===== src/source/compress_pkg.sv =====
/*
 * ML-KEM compression engine shared definitions
 * Constants, mode encoding, job and memory request structs
 */

package compress_pkg;

    ////////////////////
    // Constants

    localparam int mlkem_q        = 3329;
    localparam int coeff_w        = 12;
    localparam int coeff_per_clk  = 4;
    localparam int reads_per_poly = 64;
    localparam int mem_addr_w     = 15;
    localparam int data_w         = 32;
    localparam int buf_bits       = 96;
    localparam int group_bits_max = 48;

    // Largest job is 7 polynomials
    localparam int max_poly       = 7;
    // Words per polynomial for each bit of compressed width
    localparam int words_per_bit  = reads_per_poly * coeff_per_clk / data_w;
    localparam int read_cnt_w     = $clog2(max_poly * reads_per_poly + 1);
    localparam int word_cnt_w     = $clog2(max_poly * words_per_bit * coeff_w + 1);
    localparam int occ_w          = $clog2(buf_bits + 1);

    typedef logic [read_cnt_w-1:0]     read_cnt_t;
    typedef logic [word_cnt_w-1:0]     word_cnt_t;
    typedef logic [occ_w-1:0]          occ_t;
    typedef logic [2*coeff_w-1:0]      prod_t;
    typedef logic [group_bits_max-1:0] group_t;
    typedef logic [buf_bits-1:0]       buf_t;

    ////////////////////
    // Types

    typedef enum logic [1:0] {
        compress1  = 2'b00,
        compress5  = 2'b01,
        compress11 = 2'b10,
        compress12 = 2'b11
    } compress_mode_t;

    typedef struct packed {
        compress_mode_t        mode;
        logic                  compare;
        logic [2:0]            num_poly;
        logic [mem_addr_w-1:0] src_base;
        logic [mem_addr_w-1:0] dest_base;
    } job_t;

    typedef struct packed {
        logic                  rd_en;
        logic [mem_addr_w-1:0] addr;
    } mem_req_t;

    typedef enum logic [1:0] {
        api_idle  = 2'b00,
        api_write = 2'b01,
        api_read  = 2'b10
    } api_op_t;

    typedef struct packed {
        api_op_t               op;
        logic [mem_addr_w-1:0] addr;
        logic [data_w-1:0]     wr_data;
    } api_req_t;

    // Bits kept per coefficient
    function automatic logic [3:0] mode_bits(compress_mode_t mode);
        case (mode)
            compress1:  return 4'd1;
            compress5:  return 4'd5;
            compress11: return 4'd11;
            default:    return 4'd12;
        endcase
    endfunction

endpackage


===== src/source/api_mem_port.sv =====
/*
 * API memory port
 * Writes each packed word, or reads it back and compares in compare mode
 */

module api_mem_port (
    input  logic                            pi_clk,
    input  logic                            pi_reset_n,
    input  logic                            zeroize,
    input  logic                            start,
    input  logic                            word_valid,
    input  compress_pkg::job_t              job,
    input  logic [compress_pkg::data_w-1:0] word,
    input  logic [compress_pkg::data_w-1:0] api_rd_data,
    output compress_pkg::api_req_t          api_req,
    output logic                            compare_failed
);

    logic [compress_pkg::mem_addr_w-1:0] addr_q;
    logic                                check_q;
    logic [compress_pkg::data_w-1:0]     expect_q;

    // Read data arrives one cycle after the read request
    assign compare_failed = check_q && (api_rd_data != expect_q);

    always_ff @(posedge pi_clk or negedge pi_reset_n) begin
        if (!pi_reset_n) begin
            addr_q          <= '0;
            check_q         <= 1'b0;
            api_req.op      <= compress_pkg::api_idle;
            api_req.addr    <= '0;
            api_req.wr_data <= '0;
        end else if (zeroize) begin
            addr_q          <= '0;
            check_q         <= 1'b0;
            api_req.op      <= compress_pkg::api_idle;
            api_req.addr    <= '0;
            api_req.wr_data <= '0;
        end else begin
            if (start) begin
                addr_q <= job.dest_base;
            end else if (word_valid) begin
                addr_q <= addr_q + 1'b1;
            end

            if (word_valid) begin
                api_req.op <= job.compare ? compress_pkg::api_read : compress_pkg::api_write;
                api_req.addr    <= addr_q;
                // On a read this carries the expected word
                api_req.wr_data <= word;
            end else begin
                api_req.op <= compress_pkg::api_idle;
            end

            check_q <= api_req.op == compress_pkg::api_read;
        end
    end

    always_ff @(posedge pi_clk) begin
        expect_q <= api_req.wr_data;
    end

endmodule


===== src/source/bit_packer.sv =====
/*
 * Packing buffer
 * Appends compressed groups LSB first and drains 32-bit words
 * Room is raised while the next cycle's fill leaves space for a full group
 */

module bit_packer (
    input  logic                                    pi_clk,
    input  logic                                    pi_reset_n,
    input  logic                                    zeroize,
    input  logic                                    start,
    input  logic                                    resp_valid,
    input  compress_pkg::job_t                      job,
    input  logic [compress_pkg::group_bits_max-1:0] group_data,
    output logic                                    word_valid,
    output logic [compress_pkg::data_w-1:0]         word,
    output logic                                    room
);

    compress_pkg::occ_t occ_q;
    compress_pkg::occ_t occ_shift;
    compress_pkg::occ_t occ_next;
    compress_pkg::occ_t group_bits;
    compress_pkg::buf_t buf_q;
    compress_pkg::buf_t buf_shift;
    compress_pkg::buf_t buf_next;
    compress_pkg::buf_t keep_mask;

    assign group_bits = compress_pkg::occ_t'(compress_pkg::coeff_per_clk)
                      * compress_pkg::occ_t'(compress_pkg::mode_bits(job.mode));

    // Drain from the registered fill level
    assign word_valid = occ_q >= compress_pkg::occ_t'(compress_pkg::data_w);
    assign word       = buf_q[compress_pkg::data_w-1:0];

    always_comb begin
        if (word_valid) begin
            buf_shift = buf_q >> compress_pkg::data_w;
            occ_shift = occ_q - compress_pkg::occ_t'(compress_pkg::data_w);
        end else begin
            buf_shift = buf_q;
            occ_shift = occ_q;
        end

        // Bits above the fill level are stale
        keep_mask = ~compress_pkg::buf_t'(0)
                  >> (compress_pkg::occ_t'(compress_pkg::buf_bits) - occ_shift);

        buf_next = buf_shift;
        occ_next = occ_shift;
        if (resp_valid) begin
            buf_next = (buf_shift & keep_mask)
                     | (compress_pkg::buf_t'(group_data) << occ_shift);
            occ_next = occ_shift + group_bits;
        end
    end

    // Same threshold for every mode
    assign room = occ_next <= compress_pkg::occ_t'(compress_pkg::buf_bits
                                                   - compress_pkg::group_bits_max);

    always_ff @(posedge pi_clk or negedge pi_reset_n) begin
        if (!pi_reset_n) begin
            occ_q <= '0;
        end else if (zeroize || start) begin
            occ_q <= '0;
        end else begin
            occ_q <= occ_next;
        end
    end

    always_ff @(posedge pi_clk) begin
        buf_q <= buf_next;
    end

endmodule


===== src/source/coeff_compressor.sv =====
/*
 * Coefficient compression
 * round(x * 2^d / Q) mod 2^d on four lanes, packed lane 0 lowest
 */

module coeff_compressor (
    input  compress_pkg::job_t  job,
    input  logic [compress_pkg::coeff_per_clk-1:0][compress_pkg::coeff_w-1:0] mem_rd_data,
    output logic [compress_pkg::group_bits_max-1:0] group_data
);

    logic [3:0]                       d;
    logic [compress_pkg::coeff_w-1:0] lane_mask;
    compress_pkg::prod_t              scaled   [compress_pkg::coeff_per_clk];
    compress_pkg::prod_t              quotient [compress_pkg::coeff_per_clk];
    logic [compress_pkg::coeff_w-1:0] lane_val [compress_pkg::coeff_per_clk];

    assign d         = compress_pkg::mode_bits(job.mode);
    assign lane_mask = (compress_pkg::coeff_w'(1) << d) - 1'b1;

    always_comb begin
        for (int i = 0; i < compress_pkg::coeff_per_clk; i++) begin
            // Adding Q/2 before the divide rounds to nearest
            scaled[i]   = (compress_pkg::prod_t'(mem_rd_data[i]) << d)
                        + compress_pkg::prod_t'(compress_pkg::mlkem_q / 2);
            quotient[i] = scaled[i] / compress_pkg::prod_t'(compress_pkg::mlkem_q);
            if (job.mode == compress_pkg::compress12) begin
                lane_val[i] = mem_rd_data[i];
            end else begin
                lane_val[i] = quotient[i][compress_pkg::coeff_w-1:0] & lane_mask;
            end
        end
    end

    ////////////////////
    // Lane packing

    always_comb begin
        group_data = '0;
        for (int i = 0; i < compress_pkg::coeff_per_clk; i++) begin
            group_data = group_data | (compress_pkg::group_t'(lane_val[i]) << (i * d));
        end
    end

endmodule


===== src/source/coeff_reader.sv =====
/*
 * Source memory read sequencer
 * Issues consecutive reads from src_base while the packer has room
 */

module coeff_reader (
    input  logic                   pi_clk,
    input  logic                   pi_reset_n,
    input  logic                   zeroize,
    input  logic                   start,
    input  compress_pkg::job_t     job,
    input  logic                   room,
    output compress_pkg::mem_req_t mem_rd_req
);

    logic                                active_q;
    logic                                issue;
    logic [compress_pkg::mem_addr_w-1:0] addr_q;
    logic [compress_pkg::mem_addr_w-1:0] cur_addr;
    compress_pkg::read_cnt_t             cnt_q;
    compress_pkg::read_cnt_t             cur_cnt;
    compress_pkg::read_cnt_t             read_total;

    assign read_total = compress_pkg::read_cnt_t'(job.num_poly)
                      * compress_pkg::read_cnt_t'(compress_pkg::reads_per_poly);

    // First read goes out in the start cycle itself
    assign cur_addr = start ? job.src_base : addr_q;
    assign cur_cnt  = start ? '0 : cnt_q;
    assign issue    = (start || active_q) && room;

    assign mem_rd_req.rd_en = issue;
    assign mem_rd_req.addr  = cur_addr;

    always_ff @(posedge pi_clk or negedge pi_reset_n) begin
        if (!pi_reset_n) begin
            active_q <= 1'b0;
            addr_q   <= '0;
            cnt_q    <= '0;
        end else if (zeroize) begin
            active_q <= 1'b0;
            addr_q   <= '0;
            cnt_q    <= '0;
        end else if (issue) begin
            addr_q   <= cur_addr + 1'b1;
            cnt_q    <= cur_cnt + 1'b1;
            // Stop after the last read of the last polynomial
            active_q <= (cur_cnt + 1'b1) != read_total;
        end else if (start) begin
            // Held on the first cycle, keep the base for later
            addr_q   <= job.src_base;
            cnt_q    <= '0;
            active_q <= 1'b1;
        end
    end

endmodule


===== src/source/compress_ctrl.sv =====
/*
 * Compression job control
 * Captures the job, counts emitted words and pulses done
 */

module compress_ctrl (
    input  logic               pi_clk,
    input  logic               pi_reset_n,
    input  logic               zeroize,
    input  logic               compress_enable,
    input  compress_pkg::job_t job_in,
    input  logic               word_valid,
    output compress_pkg::job_t job,
    output logic               start,
    output logic               busy,
    output logic               compress_done
);

    logic                   accept;
    logic                   last_word_q;
    compress_pkg::word_cnt_t word_cnt_q;
    compress_pkg::word_cnt_t word_total;

    // New jobs only while idle
    assign accept = compress_enable && !busy;

    // num_poly x 8 x bits per coefficient
    assign word_total = compress_pkg::word_cnt_t'(job.num_poly)
                      * compress_pkg::word_cnt_t'(compress_pkg::words_per_bit)
                      * compress_pkg::word_cnt_t'(compress_pkg::mode_bits(job.mode));

    // Job configuration
    always_ff @(posedge pi_clk) begin
        if (accept) begin
            job <= job_in;
        end
    end

    always_ff @(posedge pi_clk or negedge pi_reset_n) begin
        if (!pi_reset_n) begin
            busy          <= 1'b0;
            start         <= 1'b0;
            word_cnt_q    <= '0;
            last_word_q   <= 1'b0;
            compress_done <= 1'b0;
        end else if (zeroize) begin
            busy          <= 1'b0;
            start         <= 1'b0;
            word_cnt_q    <= '0;
            last_word_q   <= 1'b0;
            compress_done <= 1'b0;
        end else begin
            start <= accept;
            if (accept) begin
                busy <= 1'b1;
            end else if (compress_done) begin
                busy <= 1'b0;
            end
            if (accept) begin
                word_cnt_q <= '0;
            end else if (word_valid) begin
                word_cnt_q <= word_cnt_q + 1'b1;
            end
            // Final word seen, its API request follows one cycle later
            last_word_q   <= busy && word_valid && (word_cnt_q == word_total - 1'b1);
            compress_done <= last_word_q;
        end
    end

endmodule


===== src/source/compress_top.sv =====
/*
 * ML-KEM coefficient compression engine
 * Reader, compressor, packer and API port in one pipeline
 */

module compress_top (
    input  logic                   pi_clk,
    input  logic                   pi_reset_n,
    input  logic                   zeroize,
    input  logic                   compress_enable,
    input  compress_pkg::job_t     job,
    output compress_pkg::mem_req_t mem_rd_req,
    input  logic [compress_pkg::coeff_per_clk-1:0][compress_pkg::coeff_w-1:0] mem_rd_data,
    output compress_pkg::api_req_t api_req,
    input  logic [compress_pkg::data_w-1:0] api_rd_data,
    output logic                   compare_failed,
    output logic                   compress_done
);

    compress_pkg::job_t                      job_cfg;
    logic                                    start;
    logic                                    busy;
    logic                                    room;
    logic                                    resp_valid;
    logic [compress_pkg::group_bits_max-1:0] group_data;
    logic                                    word_valid;
    logic [compress_pkg::data_w-1:0]         word;

    compress_ctrl i_compress_ctrl (
        .pi_clk          (pi_clk),
        .pi_reset_n      (pi_reset_n),
        .zeroize         (zeroize),
        .compress_enable (compress_enable),
        .job_in          (job),
        .word_valid      (word_valid),
        .job             (job_cfg),
        .start           (start),
        .busy            (busy),
        .compress_done   (compress_done)
    );

    coeff_reader i_coeff_reader (
        .pi_clk     (pi_clk),
        .pi_reset_n (pi_reset_n),
        .zeroize    (zeroize),
        .start      (start),
        .job        (job_cfg),
        .room       (room),
        .mem_rd_req (mem_rd_req)
    );

    ////////////////////
    // Source memory has a fixed one-cycle latency

    always_ff @(posedge pi_clk or negedge pi_reset_n) begin
        if (!pi_reset_n) begin
            resp_valid <= 1'b0;
        end else if (zeroize) begin
            resp_valid <= 1'b0;
        end else begin
            resp_valid <= mem_rd_req.rd_en && busy;
        end
    end

    coeff_compressor i_coeff_compressor (
        .job         (job_cfg),
        .mem_rd_data (mem_rd_data),
        .group_data  (group_data)
    );

    bit_packer i_bit_packer (
        .pi_clk     (pi_clk),
        .pi_reset_n (pi_reset_n),
        .zeroize    (zeroize),
        .start      (start),
        .resp_valid (resp_valid),
        .job        (job_cfg),
        .group_data (group_data),
        .word_valid (word_valid),
        .word       (word),
        .room       (room)
    );

    api_mem_port i_api_mem_port (
        .pi_clk         (pi_clk),
        .pi_reset_n     (pi_reset_n),
        .zeroize        (zeroize),
        .start          (start),
        .word_valid     (word_valid),
        .job            (job_cfg),
        .word           (word),
        .api_rd_data    (api_rd_data),
        .api_req        (api_req),
        .compare_failed (compare_failed)
    );

endmodule


===== config.mk =====
export PLATFORM = sky130hd
export DESIGN_NAME = compress_top
export DESIGN_NICKNAME = d
export VERILOG_FILES = /design/src/source/compress_pkg.sv /design/src/source/api_mem_port.sv /design/src/source/bit_packer.sv /design/src/source/coeff_compressor.sv /design/src/source/coeff_reader.sv /design/src/source/compress_ctrl.sv /design/src/source/compress_top.sv
export SDC_FILE = /design/constraint.sdc
export NUM_CORES = 2
export LEC_CHECK = 0
export ABC_AREA = 1
export BUFFER_PORTS_ARGS = -buffer_cell sky130_fd_sc_hd__buf_4
export CORE_MARGIN = 2
export CORE_UTILIZATION = 30
export CTS_CLUSTER_SIZE = 30
export DETAILED_ROUTE_END_ITERATION = 8
export GPL_TIMING_DRIVEN = 0
export REMOVE_ABC_BUFFERS = 1
export SLEW_MARGIN = 10
export SYNTH_ARGS = -nofsm -noshare
export SYNTH_HDL_FRONTEND = slang
export SYNTH_SLANG_ARGS = --single-unit
export TNS_END_PERCENT = 1

===== constraint.sdc =====
create_clock -name pi_clk -period 25.2 [get_ports pi_clk]
set_input_delay 0 -clock pi_clk [delete_from_list [all_inputs] [get_ports pi_clk]]
set_output_delay 0 -clock pi_clk [all_outputs]
set_load 0.005 [all_outputs]

==> impl_metrics.yaml <==
status:
  run_status: "complete, no violations"
timing:
  relSlewSlack: 0.228
  worst_pin_slew_ns: 1.16
  fin_skew_ns: 0.0283
  period_needed_ns: 15.35
  finalHoldViolCount: 0
  tns_ns: 0
  slew_violations: 0
  setup_viol_count_final: 0
  rsz0062_at_grt: "false"
  min_period_over_period: 0.609
  max_freq_ghz: 0.0651
floorplan:
  die_area_um2: 141000
  rows: 136
  start_util: 0.301
  core_area_um2: 137000
  die_h_um: 375
  die-width_um: 375
  num_io_pins: 187
route:
  drc_errors: 0
  post_drt_via_cell_ratio: 4.92
  wl_per_cell_um: 14.6
  drtIter0Drc: 3232
  firstDrtPassIters: 6
  num_vias: 42800
  final_antenna_net_count: 0
  totalWireLength_um: 127000
clock_network:
  clk_latency_ns: 0.56
  clockRootBuffer: "clkbuf_16"
  clockBufferDepth: 3
  clk_pin_slew_ns: 0.07
  cts_tree: "done"
  cts_inserted_buffers: 28
  cts_max_level: 1
  clock_sinks: 274
finish:
  final_common_cell: "nand2_1"
  area_delta_synth_final_pct: 8.42
  antenna-diode-count: 0
  layout_common_cells: "nand2_1 (2,052), inv_1 (747), nand3_1 (742), nor2_1 (514), nand2_2 (350)"
  drive_gt1_frac: 0.188
  final_nets: 7058
  fin_area_um2: 44700
grt:
  antenna_found_initial: 9
  grtUsageTotal: 0.174
  grt_pass1_vias: 38900
  grt_max_degree: 81
  grt_first_pass_wirelength_um: 205000
  gr-total-overflow: 0
yosys:
  yosys.cell_types.count: 92
  yosysWarnings: 0
  synth_top_area_share: 0.187
  synth_area_um2: 41300
  async_flop_share: 0.401
  yosys-top-cells-area: "nand2_1 (19%), nand3_1 (9.0%), inv_1 (6.8%)"
  syn_area_per_cell_um2: 6.06
  syn_inst: 6804
  synth_edf_count: 36
  yosysTopAreaCell: "nand2_1"
  synth-seq-cells: 274
  synth-main-ff-cell: "dfxtp_1"
  yosysSeqAreaShare: 0.155
job:
  drv_cap: 0
setup_path:
  r2r_end: "i_bit_packer.buf_q[64]"
  crit_type: "reg2reg"
  reg2reg_from: "i_compress_ctrl.job[34]"
  cp.required_ns: 25.63
  cp_slowest_cell: "edfxtp_1"
  reg2regPathDepth: 99
  path_common_cell: "nand2_1"
  end_kind: "flip-flop"
  cp-start-kind: "flip-flop"
  max_stage_delay_ns: 0.82
  critical_path_arrival_ns: 15.78
  r2r_setup_slack_ns: 9.85
  critical_path.max_fanout: 41
place:
  place.gp.congestion: 0.897
  place_area_um2: 43300
  io_buffers: 186
  hpwlAfterDp_um: 102000
min_path:
  holdPathEnd: "i_bit_packer.buf_q[73]"
  min_path_type: "in2reg"
  hold_depth: 7
  holdCritStartpoint: "mem_rd_data[45]"
[final cells by class]
cell class                      count  area, um2
Clock buffer                       38        852
Multi-Input combinational cell   5468      29500
Tap cell                         1794       2240
Fill cell                       15000      92200
Inverter                          878       3370
Sequential cell                   274       6400
Clock inverter                     14        159
Timing Repair Buffer              246       2170
[routing by layer]
| layer | GRT usage | vias up | wire (um) |
|---|---|---|---|
| met3 | 0.0169 | 149 | 6590 |
| met2 | 0.295 | 1029 | 58200 |
| met1 | 0.236 | 19500 | 59400 |
| met4 | 0.0400 | 14 | 2970 |
| li1 | - | 22100 | - |
| met5 | 0 | - | 86 |
[worst max-delay path, delay by kind of cell, from the launching register on]
kind	cells	cell delay, ns
compound gates	7	1.59
flops	1	0.82
buf+inv	9	1.47
fa+ha+maj	1	0.27
xor+xnor	1	0.45
simple gates	81	10.54
[timing repair]
item	4_1_cts	5_1_grt
buffers inserted	0	0
hold buffers	41	0
hold endpoints to repair	163	0
gates resized for setup	0	0
[per-stage QoR]
| step | utilization | hold slack (ns) | cells | setup WS [ns] |
|---|---|---|---|---|
| floorplan | - | -0.296 | 6620 | 11.57 |
| global placement | 0.313 | 0.179 | 8600 | 7.37 |
| detailed placement | 0.316 | -0.0944 | 8619 | 10.02 |
| CTS | 0.327 | 0.105 | 8712 | 9.97 |
| global route | 0.327 | 0.162 | 8712 | 8.25 |
| finish | 0.327 | 0.157 | 8712 | 9.85 |
[sequential cells by signal (all words and copies together), names as in the netlist]
name / count
i_compress_ctrl.last_word_q: 1
i_api_mem_port.check_q: 1
i_api_mem_port.addr_q: 15
i_bit_packer.occ_q: 5
i_compress_ctrl.compress_done: 1
i_compress_ctrl.busy: 1
resp_valid: 1
i_api_mem_port.api_req: 49
i_compress_ctrl.job: 36
i_coeff_reader.active_q: 1
i_coeff_reader.cnt_q: 9
i_bit_packer.buf_q: 96
i_compress_ctrl.start: 1
i_coeff_reader.addr_q: 15
i_compress_ctrl.word_cnt_q: 10
i_api_mem_port.expect_q: 32
[cell usage after synthesis, types with 12 or more instances]
cell type,number
o21ai_1,81
mux2i_1,17
o21ai_0,322
o211ai_1,46
nor4_1,15
buf_8,17
clkbuf_8,53
nor2_2,90
dfxtp_1,128
or2_2,33
nor2_4,59
clkbuf_1,43
nor2_1,516
nand3_1,742
nand3_4,15
a21oi_2,18
nand2_2,350
nand2_4,159
o32ai_1,12
buf_6,29
inv_1,750
nor3_1,57
nand3_2,94
o21ai_2,34
o22ai_1,32
ha_1,38
nand3b_1,28
inv_2,103
edfxtp_1,36
nand4_1,136
o21bai_1,12
nand2_1,2053
a21oi_1,152
buf_12,18
xnor2_1,44
xor2_1,169
dfrtp_1,110
[cells by family after synthesis]
logic type                 synth area share
DFF                                   0.155
muxes                               0.00412
and+or+nand+nor                       0.530
xor gates and xnor gates             0.0478
AOI/OAI and AO/OA                     0.120
adders and majority gates            0.0135
buffers and inverters                 0.130
[worst max path at each step]
stage,start,to,slack (ns),depth (start not counted)
after global placement,i_compress_ctrl.job[35],i_bit_packer.buf_q[64],7.37,98
final,i_compress_ctrl.job[34],i_bit_packer.buf_q[64],9.85,99
after CTS,i_compress_ctrl.job[34],i_bit_packer.buf_q[64],9.97,99
after detailed placement,i_compress_ctrl.job[34],i_bit_packer.buf_q[64],10.02,99
after global routing,i_compress_ctrl.job[34],i_bit_packer.buf_q[79],8.25,96
after floorplan,i_compress_ctrl.job[35],i_bit_packer.buf_q[95],11.57,102
Power is not shown: default switching activity piles up to over one toggle a cycle in this logic, so the estimate is an artifact.
